--- src/logic/cpZero_macros.svh ---
`ifndef CPZERO_MACROS_SVH
`define CPZERO_MACROS_SVH

// CP0 register numbers, select 0 only
`define REG_BADVADDR 5'd8
`define REG_COUNT    5'd9
`define REG_COMPARE  5'd11
`define REG_STATUS   5'd12
`define REG_CAUSE    5'd13
`define REG_EPC      5'd14
`define REG_PRID     5'd15
`define REG_CONFIG   5'd16

// Cause ExcCode values
`define EXC_INT  5'd0
`define EXC_ADEL 5'd4   // Also used for instruction fetch
`define EXC_ADES 5'd5
`define EXC_SYS  5'd8
`define EXC_BP   5'd9
`define EXC_RI   5'd10
`define EXC_CPU  5'd11
`define EXC_OV   5'd12
`define EXC_TR   5'd13

// Program counter overrides
`define VECTOR_RESET   32'hBFC0_0000
`define VECTOR_GENERAL 32'h8000_0180   // Normal base plus 0x180 offset

// Read-only register contents
`define PRID_VALUE   32'h0000_0001     // Revision 1, no company or processor id
`define CONFIG_VALUE 32'h8000_0000     // M set, little endian, no MMU

`endif

--- src/logic/cpZeroPkg.sv ---
package cpZeroPkg;

    typedef logic [31:0] word_t;      // Data or address word
    typedef logic [4:0]  regNum_t;    // CP0 register number
    typedef logic [4:0]  excCode_t;   // Cause ExcCode
    typedef logic [7:0]  intVec_t;    // Cause IP or Status IM
    typedef logic [4:0]  hwInt_t;     // External interrupt lines
    typedef logic [3:0]  stageVec_t;  // Bit 0 IF, 1 ID, 2 EX, 3 MEM

    // Raw exception requests from the pipeline
    typedef struct packed {
        logic adIf;   // IF fetch address error
        logic adEl;   // MEM load address error
        logic adEs;   // MEM store address error
        logic ov;     // EX overflow
        logic tr;     // MEM trap
        logic sys;    // ID syscall
        logic bp;     // ID break
        logic ri;     // ID reserved instruction
    } excFlags_t;

    typedef struct packed {
        word_t restartPc;   // Instruction PC, or branch PC in a delay slot
        logic  isBd;
    } stageInfo_t;

    // CP0 instruction in ID
    typedef struct packed {
        logic    mfc0;
        logic    mtc0;
        logic    eret;
        regNum_t rd;
        word_t   wdata;   // GPR value for mtc0
    } cpAccess_t;

    // Exception being taken this cycle
    typedef struct packed {
        logic     take;
        excCode_t code;
        word_t    epc;
        logic     isBd;
        word_t    badAddr;
        logic     loadBadAddr;   // Only address errors update BadVAddr
    } excCommit_t;

    typedef struct packed {
        logic    kernelMode;
        logic    ie;
        logic    exl;
        intVec_t im;
        intVec_t ip;
    } statusView_t;

endpackage

--- src/logic/countTimer.sv ---
module countTimer (
    input  logic             clock,
    input  logic             reset,
    input  logic             countWrite,
    input  logic             compareWrite,
    input  cpZeroPkg::word_t wdata,
    output cpZeroPkg::word_t count,
    output cpZeroPkg::word_t compare,
    output logic             timerPending
);
    import cpZeroPkg::*;

    word_t countNext;
    logic  match;

    // Free running, a write replaces the increment
    assign countNext = countWrite ? wdata : count + 32'd1;
    assign match     = (count == compare);

    always_ff @(posedge clock) begin
        if (reset) begin
            count        <= '0;
            compare      <= '1;     // Far from Count so no match right after reset
            timerPending <= 1'b0;
        end else begin
            count <= countNext;
            if (compareWrite)
                compare <= wdata;
            // Sticky until software rewrites Compare
            if (compareWrite)
                timerPending <= 1'b0;
            else if (match)
                timerPending <= 1'b1;
        end
    end

endmodule

--- src/logic/exceptionControl.sv ---
`include "cpZero_macros.svh"

module exceptionControl (
    input  logic                   clock,
    input  logic                   reset,
    input  cpZeroPkg::cpAccess_t   access,
    input  cpZeroPkg::excFlags_t   exc,
    input  logic                   idStall,      // Blocks every commit
    input  logic                   ifStall,
    input  logic                   idIsFlushed,
    input  cpZeroPkg::stageVec_t   canErr,
    input  cpZeroPkg::stageInfo_t  restartId,
    input  cpZeroPkg::stageInfo_t  restartEx,
    input  cpZeroPkg::stageInfo_t  restartM,
    input  logic                   ifIsBd,
    input  cpZeroPkg::word_t       badAddrM,
    input  cpZeroPkg::word_t       badAddrIf,
    input  cpZeroPkg::statusView_t status,
    input  cpZeroPkg::word_t       epc,
    output cpZeroPkg::excCommit_t  commit,
    output logic                   eretCommit,
    output cpZeroPkg::stageVec_t   excStall,
    output cpZeroPkg::stageVec_t   excFlush,
    output logic                   excPcSel,
    output cpZeroPkg::word_t       excPcOut
);
    import cpZeroPkg::*;

    logic     excCpU;
    logic     excInt;
    logic     ifDetect, idDetect, exDetect, mDetect;
    logic     ifMask, idMask, exMask, mMask;
    logic     ifReady, idReady, exReady, mReady;
    logic     resetQ;
    excCode_t code;

    // Delayed reset, flushes IF on the first cycle out of reset
    always_ff @(posedge clock) begin
        resetQ <= reset;
    end

    // CP0 instructions are kernel only
    assign excCpU = (access.mfc0 | access.mtc0 | access.eret) & ~status.kernelMode;

    // Interrupt enters in ID, never on a flushed slot
    assign excInt = status.ie & (|(status.ip & status.im)) & ~status.exl & ~idIsFlushed;

    // Requests grouped by the stage that raises them
    assign mDetect  = exc.adEl | exc.adEs | exc.tr;
    assign exDetect = exc.ov;
    assign idDetect = exc.sys | exc.bp | exc.ri | excCpU | excInt;
    assign ifDetect = exc.adIf;

    // A stage waits while a forward stage may still fault
    assign mMask  = ifStall;
    assign exMask = ifStall | canErr[3];
    assign idMask = ifStall | canErr[3] | canErr[2];
    assign ifMask = canErr[3] | canErr[2] | canErr[1] | excInt;

    // Stall only when no forward stage is faulting now
    assign excStall[3] = mDetect & mMask;
    assign excStall[2] = exDetect & exMask & ~mDetect;
    assign excStall[1] = (idDetect | access.eret | access.mtc0) & idMask
                         & ~(exDetect | mDetect);   // CP0 writes wait too
    assign excStall[0] = ifDetect & ifMask & ~(idDetect | exDetect | mDetect);

    // Ready stages, forward-most one wins below
    assign mReady  = ~idStall & mDetect & ~mMask;
    assign exReady = ~idStall & exDetect & ~exMask;
    assign idReady = ~idStall & idDetect & ~idMask;
    assign ifReady = ~idStall & ifDetect & ~ifMask;

    assign eretCommit = access.eret & status.kernelMode & ~idStall;

    // Faulting stage and everything behind it become NOPs
    assign excFlush[3] = mDetect;
    assign excFlush[2] = mDetect | exDetect;
    assign excFlush[1] = mDetect | exDetect | idDetect;
    assign excFlush[0] = mDetect | exDetect | idDetect | ifDetect
                         | eretCommit | resetQ;

    // ExcCode by pipeline order, interrupt last
    always_comb begin
        if (exc.adEl)       code = `EXC_ADEL;
        else if (exc.adEs)  code = `EXC_ADES;
        else if (exc.tr)    code = `EXC_TR;
        else if (exc.ov)    code = `EXC_OV;
        else if (exc.sys)   code = `EXC_SYS;
        else if (exc.bp)    code = `EXC_BP;
        else if (exc.ri)    code = `EXC_RI;
        else if (excCpU)    code = `EXC_CPU;
        else if (exc.adIf)  code = `EXC_ADEL;   // Fetch error reports as AdEL
        else                code = `EXC_INT;
    end

    always_comb begin
        commit      = '0;
        commit.take = mReady | exReady | idReady | ifReady;
        commit.code = code;
        if (mReady) begin
            commit.epc         = restartM.restartPc;
            commit.isBd        = restartM.isBd;
            commit.badAddr     = badAddrM;
            commit.loadBadAddr = 1'b1;
        end else if (exReady) begin
            commit.epc  = restartEx.restartPc;
            commit.isBd = restartEx.isBd;
        end else if (idReady) begin
            commit.epc  = restartId.restartPc;
            commit.isBd = restartId.isBd;
        end else if (ifReady) begin
            commit.epc         = badAddrIf;   // Faulting fetch address is the restart point
            commit.isBd        = ifIsBd;
            commit.badAddr     = badAddrIf;
            commit.loadBadAddr = 1'b1;
        end
    end

    assign excPcSel = reset | eretCommit | commit.take;

    always_comb begin
        if (reset)
            excPcOut = `VECTOR_RESET;
        else if (eretCommit)
            excPcOut = epc;              // Return from handler
        else
            excPcOut = `VECTOR_GENERAL;  // All exceptions and interrupts
    end

endmodule

--- src/logic/cpZeroRegisters.sv ---
`include "cpZero_macros.svh"

module cpZeroRegisters (
    input  logic                   clock,
    input  logic                   reset,
    input  cpZeroPkg::cpAccess_t   access,
    input  logic                   idStall,
    input  cpZeroPkg::excCommit_t  commit,
    input  logic                   eretCommit,
    input  cpZeroPkg::hwInt_t      hwInt,
    input  cpZeroPkg::word_t       count,
    input  cpZeroPkg::word_t       compare,
    input  logic                   timerPending,
    output cpZeroPkg::statusView_t status,
    output cpZeroPkg::word_t       epc,
    output cpZeroPkg::word_t       regOut,
    output cpZeroPkg::intVec_t     ip,
    output logic                   kernelMode,
    output logic                   countWrite,
    output logic                   compareWrite,
    output cpZeroPkg::word_t       wdata
);
    import cpZeroPkg::*;

    logic       statusUm;    // 1 for user mode
    logic       statusExl;
    logic       statusIe;
    intVec_t    statusIm;
    logic       causeBd;
    excCode_t   causeCode;
    hwInt_t     causeHwIp;   // IP6..IP2
    logic [1:0] causeSwIp;   // IP1..IP0, software interrupts
    word_t      badVAddr;
    word_t      statusWord;
    word_t      causeWord;
    logic       writeCond;
    logic       writeStatus;
    logic       writeCause;
    logic       writeEpc;

    // Exception level forces kernel mode
    assign kernelMode = ~statusUm | statusExl;

    // mtc0 decode, committed in ID
    assign writeCond    = access.mtc0 & kernelMode & ~idStall;
    assign writeStatus  = writeCond & (access.rd == `REG_STATUS);
    assign writeCause   = writeCond & (access.rd == `REG_CAUSE);
    assign writeEpc     = writeCond & (access.rd == `REG_EPC);
    assign countWrite   = writeCond & (access.rd == `REG_COUNT);
    assign compareWrite = writeCond & (access.rd == `REG_COMPARE);
    assign wdata        = access.wdata;

    assign ip = {timerPending, causeHwIp, causeSwIp};   // IP7 from the timer

    always_comb begin
        status.kernelMode = kernelMode;
        status.ie         = statusIe;
        status.exl        = statusExl;
        status.im         = statusIm;
        status.ip         = ip;
    end

    // Architectural layouts, unused bits read zero
    assign statusWord = {16'h0000, statusIm, 3'b000, statusUm, 2'b00, statusExl, statusIe};
    assign causeWord  = {causeBd, 15'h0000, ip, 1'b0, causeCode, 2'b00};

    // Software-only fields
    always_ff @(posedge clock) begin
        if (reset) begin
            statusUm  <= 1'b0;   // Start in kernel mode
            statusIe  <= 1'b0;
            statusIm  <= '0;
            causeSwIp <= '0;
            causeHwIp <= '0;
        end else begin
            if (writeStatus) begin
                statusUm <= wdata[4];
                statusIe <= wdata[0];
                statusIm <= wdata[15:8];
            end
            if (writeCause)
                causeSwIp <= wdata[9:8];
            causeHwIp <= hwInt;          // Lines sampled every cycle
        end
    end

    // Exception entry overrides mtc0 and ERET
    always_ff @(posedge clock) begin
        if (reset) begin
            statusExl <= 1'b0;
            causeBd   <= 1'b0;
            causeCode <= `EXC_INT;
        end else if (commit.take) begin
            statusExl <= 1'b1;
            causeCode <= commit.code;
            if (!statusExl)
                causeBd <= commit.isBd;  // Nested exception keeps first BD
        end else if (writeStatus) begin
            statusExl <= wdata[1];
        end else if (eretCommit) begin
            statusExl <= 1'b0;
        end
    end

    always_ff @(posedge clock) begin
        if (commit.take) begin
            if (!statusExl)
                epc <= commit.epc;       // Keep EPC of the outer exception
        end else if (writeEpc) begin
            epc <= wdata;
        end
        if (commit.take && commit.loadBadAddr)
            badVAddr <= commit.badAddr;
    end

    // mfc0 read path
    always_comb begin
        regOut = '0;
        if (access.mfc0 && kernelMode) begin
            case (access.rd)
                `REG_BADVADDR: regOut = badVAddr;
                `REG_COUNT:    regOut = count;
                `REG_COMPARE:  regOut = compare;
                `REG_STATUS:   regOut = statusWord;
                `REG_CAUSE:    regOut = causeWord;
                `REG_EPC:      regOut = epc;
                `REG_PRID:     regOut = `PRID_VALUE;
                `REG_CONFIG:   regOut = `CONFIG_VALUE;
                default:       regOut = '0;   // Unmapped
            endcase
        end
    end

endmodule

--- src/logic/cpZeroUnit.sv ---
module cpZeroUnit (
    input  logic                   clock,
    input  logic                   reset,
    input  cpZeroPkg::cpAccess_t   access,
    input  logic                   ifStall,
    input  logic                   idStall,
    input  logic                   idIsFlushed,
    input  cpZeroPkg::excFlags_t   exc,
    input  cpZeroPkg::hwInt_t      hwInt,
    input  cpZeroPkg::stageInfo_t  restartId,
    input  cpZeroPkg::stageInfo_t  restartEx,
    input  cpZeroPkg::stageInfo_t  restartM,
    input  logic                   ifIsBd,
    input  cpZeroPkg::word_t       badAddrM,
    input  cpZeroPkg::word_t       badAddrIf,
    input  cpZeroPkg::stageVec_t   canErr,       // Cumulative per stage, IF bit unused
    output cpZeroPkg::word_t       regOut,
    output logic                   kernelMode,
    output cpZeroPkg::stageVec_t   excStall,
    output cpZeroPkg::stageVec_t   excFlush,
    output logic                   excPcSel,
    output cpZeroPkg::word_t       excPcOut,
    output cpZeroPkg::intVec_t     ip
);
    import cpZeroPkg::*;

    excCommit_t  commit;
    logic        eretCommit;
    statusView_t status;
    word_t       epc;
    logic        countWrite;
    logic        compareWrite;
    word_t       wdata;
    word_t       count;
    word_t       compare;
    logic        timerPending;

    // Detection, priority and PC override
    exceptionControl exceptionControl_i (
        .clock      (clock),
        .reset      (reset),
        .access     (access),
        .exc        (exc),
        .idStall    (idStall),
        .ifStall    (ifStall),
        .idIsFlushed(idIsFlushed),
        .canErr     (canErr),
        .restartId  (restartId),
        .restartEx  (restartEx),
        .restartM   (restartM),
        .ifIsBd     (ifIsBd),
        .badAddrM   (badAddrM),
        .badAddrIf  (badAddrIf),
        .status     (status),
        .epc        (epc),
        .commit     (commit),
        .eretCommit (eretCommit),
        .excStall   (excStall),
        .excFlush   (excFlush),
        .excPcSel   (excPcSel),
        .excPcOut   (excPcOut)
    );

    // Architectural state and mfc0 reads
    cpZeroRegisters cpZeroRegisters_i (
        .clock       (clock),
        .reset       (reset),
        .access      (access),
        .idStall     (idStall),
        .commit      (commit),
        .eretCommit  (eretCommit),
        .hwInt       (hwInt),
        .count       (count),
        .compare     (compare),
        .timerPending(timerPending),
        .status      (status),
        .epc         (epc),
        .regOut      (regOut),
        .ip          (ip),
        .kernelMode  (kernelMode),
        .countWrite  (countWrite),
        .compareWrite(compareWrite),
        .wdata       (wdata)
    );

    countTimer countTimer_i (
        .clock       (clock),
        .reset       (reset),
        .countWrite  (countWrite),
        .compareWrite(compareWrite),
        .wdata       (wdata),
        .count       (count),
        .compare     (compare),
        .timerPending(timerPending)   // Becomes Cause IP7
    );

endmodule

--- config.mk ---
export PLATFORM = sky130hd
export DESIGN_NAME = cpZeroUnit
export DESIGN_NICKNAME = d
export VERILOG_FILES = /design/src/logic/cpZeroPkg.sv /design/src/logic/countTimer.sv /design/src/logic/exceptionControl.sv /design/src/logic/cpZeroRegisters.sv /design/src/logic/cpZeroUnit.sv
export VERILOG_INCLUDE_DIRS = /design/src /design/src/logic
export SDC_FILE = /design/constraint.sdc
export NUM_CORES = 1
export LEC_CHECK = 0
export CAP_MARGIN = 15
export CORE_MARGIN = 2
export CORE_UTILIZATION = 70
export CTS_CLUSTER_DIAMETER = 50
export DETAILED_ROUTE_END_ITERATION = 8
export DONT_BUFFER_PORTS = 1
export PLACE_DENSITY = 0.95
export SYNTH_ARGS = -nofsm -noshare
export SYNTH_HDL_FRONTEND = slang
export SYNTH_HIERARCHICAL = 1
export SYNTH_SLANG_ARGS = --single-unit
--- constraint.sdc ---
create_clock -name clock -period 8.9 [get_ports clock]
set_input_delay 2.67 -clock clock [delete_from_list [all_inputs] [get_ports clock]]
set_output_delay 2.67 -clock clock [all_outputs]
set_load 0.02 [all_outputs]
==> impl_metrics.py <==
metrics = {
    "outcome": {
        "status": "finished clean",
    },
    "power": {
        "peakVddDrop_uv": 128,
        "p_seq_frac": 0.474,
        "p_per_area_mw_per_mm2": 159,
        "power.combinational.fraction": 0.114,
        "internal_power_mw": 1.25,
        "swShare": 0.247,
        "p_switching_uw": 410,
        "pwr-share-clk": 0.413,
        "p_leak_nw": 3.54,
    },
    "critical_path": {
        "crit_fanout": 34,
        "arrival_ns": 4.87,
        "crit_slowest_cell": "nand2_1",
        "end_kind": "primary output",
        "max_stage_delay_ns": 0.67,
        "r2r-start": "cpZeroRegisters_i/causeHwIp[3]$_SDFF_PP0_",
        "criticalPathCategory": "in2out",
        "path_buf_inv": 0,
        "worstPathRequired_ns": 6.23,
        "startpoint": "idStall",
        "reg2reg_setup_slack_ns": 5.06,
        "cp_top_family": "simple AND/OR/NAND/NOR gates",
        "worstSetupStartpointType": "primary input",
        "critical_path.cell_chain": "nor3_1 -> nand2_1 -> nand2_4 -> or3_2 -> or3_1",
    },
    "detailed_routing": {
        "firstDrtPassIters": 6,
        "drc": 0,
        "vias_per_cell": 7.68,
        "wl_met3_mm": 5.49,
        "top_layer_used": "met5",
        "num_vias": 9293,
        "drtAntennaViolNets": 0,
        "drt-met1-wl_mm": 11.8,
        "detail_route.wl_per_cell_um": 28.9,
        "drtIter0Drc": 1717,
        "finalWirelength_mm": 34.9,
        "met2_length_mm": 15.3,
    },
    "die": {
        "die_w_um": 125,
        "fp.coreArea_sq_mm": 0.0144,
        "ioPinCount": 308,
        "die_h_um": 125,
        "die-area_sq_mm": 0.0156,
        "row_count": 44,
        "initial_utilization": 0.711,
    },
    "clock_tree": {
        "cts_setup_buffers": 0,
        "cts_inserted_buffers": 17,
        "path_clk_slew_ns": 0.06,
        "cts_tree": "yes",
        "clk_latency_ns": 0.43,
        "post_cts_resized": 0,
        "htreeDepth": 4,
        "clockBufferDepth": 2,
        "cts-root-buf": "clkbuf_16",
        "ctsHoldBuffers": 0,
        "cts.sinks": 154,
    },
    "global_route": {
        "grt.overflow.total": 0,
        "antenna_found_initial": 4,
        "grt_pass1_wl_mm": 51.9,
        "grt_pass1_vias": 8751,
        "grt_max_degree": 103,
        "gr-usage-all-layers": 0.432,
    },
    "synthesis": {
        "avgSynthCellArea_sq_um": 9.25,
        "ys_warn_count": 6,
        "syn_nets": 1335,
        "async_reset_ff_frac": 0,
        "synthTopCellsByArea": "edfxtp_1, dfxtp_1, mux2_2, a22o_1, a21oi_1",
        "yosys.area.top_type": "edfxtp_1",
        "post-synth-top-area-fraction": 0.187,
        "synthFlopType": "dfxtp_1",
        "synth_cells": 1108,
        "synth-seq-area-share": 0.363,
        "synth_edf_count": 64,
        "ys_types": 70,
        "synth-seq-cells": 154,
        "synth_area_sq_mm": 0.0103,
    },
    "place": {
        "numPortBuffers": 0,
        "place_inst": 1175,
        "gp_congestion": 0.974,
        "post-place-ws_ns": 1.40,
        "dpl.hpwl_mm": 25.3,
    },
    "timing": {
        "worst_hold_slack_ns": 0.536,
        "clock.fmax_ghz": 0.133,
        "setup_viol": 0,
        "slew_violations": 0,
        "finalHoldViolCount": 0,
        "min_period_ns": 7.54,
        "setup_slack_ns": 1.36,
        "finalCritPeriodShare": 0.847,
        "fin_setup_tns_ns": 0,
        "tightestPinTransition_ns": 1.29,
        "rsz0062_at_grt": "no",
        "maxSlewHeadroom": 0.136,
        "final.setup_skew_ns": 0.00899,
    },
    "flow_run": {
        "max_cap_violations": 0,
    },
    "final_layout": {
        "layout_common_cells": "nor2_1, dfxtp_1, a21oi_1, mux2_2, edfxtp_1",
        "drive_gt1_frac": 0.134,
        "fin_cells": 1210,
        "area_delta_synth_final_pct": 1.76,
        "layout.nets": 1239,
    },
    "worst_hold_path": {
        "min_path_type": "reg2reg",
        "min-delay-start": "cpZeroRegisters_i/causeCode[2]$_SDFFE_PP0P_",
    },
}
==> final cells by class <==
| class | instances | area [sq um] |
|---|---|---|
| Sequential cell | 154 | 3720 |
| Inverter | 15 | 56.3 |
| Multi-Input combinational cell | 810 | 5750 |
| Clock inverter | 2 | 10.0 |
| Tap cell | 184 | 230 |
| Clock buffer | 28 | 538 |
| Timing Repair Buffer | 14 | 116 |
| Fill cell | 1005 | 3990 |
| Antenna cell | 3 | 7.51 |
==> flip-flops by register name, summed over array words and instances, names as in the netlist <==
name	flops
exceptionControl_i/resetQ	1
cpZeroRegisters_i/causeSwIp	2
countTimer_i/count	32
countTimer_i/timerPending	1
countTimer_i/compare	32
cpZeroRegisters_i/statusUm	1
cpZeroRegisters_i/statusExl	1
cpZeroRegisters_i/badVAddr	32
cpZeroRegisters_i/statusIe	1
cpZeroRegisters_i/epc	32
cpZeroRegisters_i/causeCode	5
cpZeroRegisters_i/causeHwIp	5
cpZeroRegisters_i/causeBd	1
cpZeroRegisters_i/statusIm	8
==> synthesized netlist by cell type, types with 33 or more instances <==
| cell type | count |
|---|---|
| a211o_1 | 33 |
| a21oi_1 | 84 |
| a22o_1 | 58 |
| buf_4 | 55 |
| clkbuf_1 | 48 |
| dfxtp_1 | 90 |
| edfxtp_1 | 64 |
| mux2_2 | 64 |
| nand3_1 | 42 |
| nor2_1 | 91 |
| nor2b_1 | 44 |
| o21ai_0 | 36 |
| or3_1 | 38 |
| xnor2_1 | 40 |
==> tightest hold or removal path, stage by stage, from the launching register on <==
cell	delay [ns]
dfxtp_1	0.35
mux2i_1	0.08
nor2_1	0.07
==> power by group through the flow <==
stage	Clock, mW	Sequential (mW)	Combinational, mW
2_1_floorplan	0	0.790	0.168
3_3_place_gp	0	0.797	0.172
3_5_place_dp	0	0.798	0.177
4_1_cts	0.681	0.784	0.179
5_1_grt	0.716	0.786	0.197
6_report	0.683	0.785	0.188
==> cells by family (layout without fill, tap and decap cells) <==
kind of cell	Yosys count	after routing	synth area share
fa+ha+maj	1	1	0.00122
xor+xnor	61	61	0.0521
simple gates	359	359	0.202
other cells	1	4	0.000366
flops	154	154	0.363
compound gates	293	293	0.202
mux	95	95	0.101
buf+inv	144	59	0.0790
==> per-stage QoR <==
| stage | area [sq um] | utilization | power [mW] |
|---|---|---|---|
| floorplan | 10300 | - | 0.957 |
| global placement | 9850 | 0.683 | 0.969 |
| detailed placement | 9850 | 0.683 | 0.975 |
| CTS | 10400 | 0.721 | 1.64 |
| global route | 10400 | 0.723 | 1.70 |
| finish | 10400 | 0.723 | 1.66 |
==> layer usage <==
metal,track usage,vias to the layer above
met4,0.225,2
met5,0,-
li1,-,3868
met1,0.553,4268
met3,0.146,208
met2,0.652,947
==> worst paths after layout <==
check	endpoint	cells after the start
worst min register to register	cpZeroRegisters_i/causeCode[2]$_SDFFE_PP0P_	2
worst min-delay path	cpZeroRegisters_i/causeCode[2]$_SDFFE_PP0P_	2
worst max-delay path	excPcSel	5
worst max register to register	cpZeroRegisters_i/epc[17]$_DFFE_PP_	9
No activity file was read; power rests on OpenSTA's default activity.
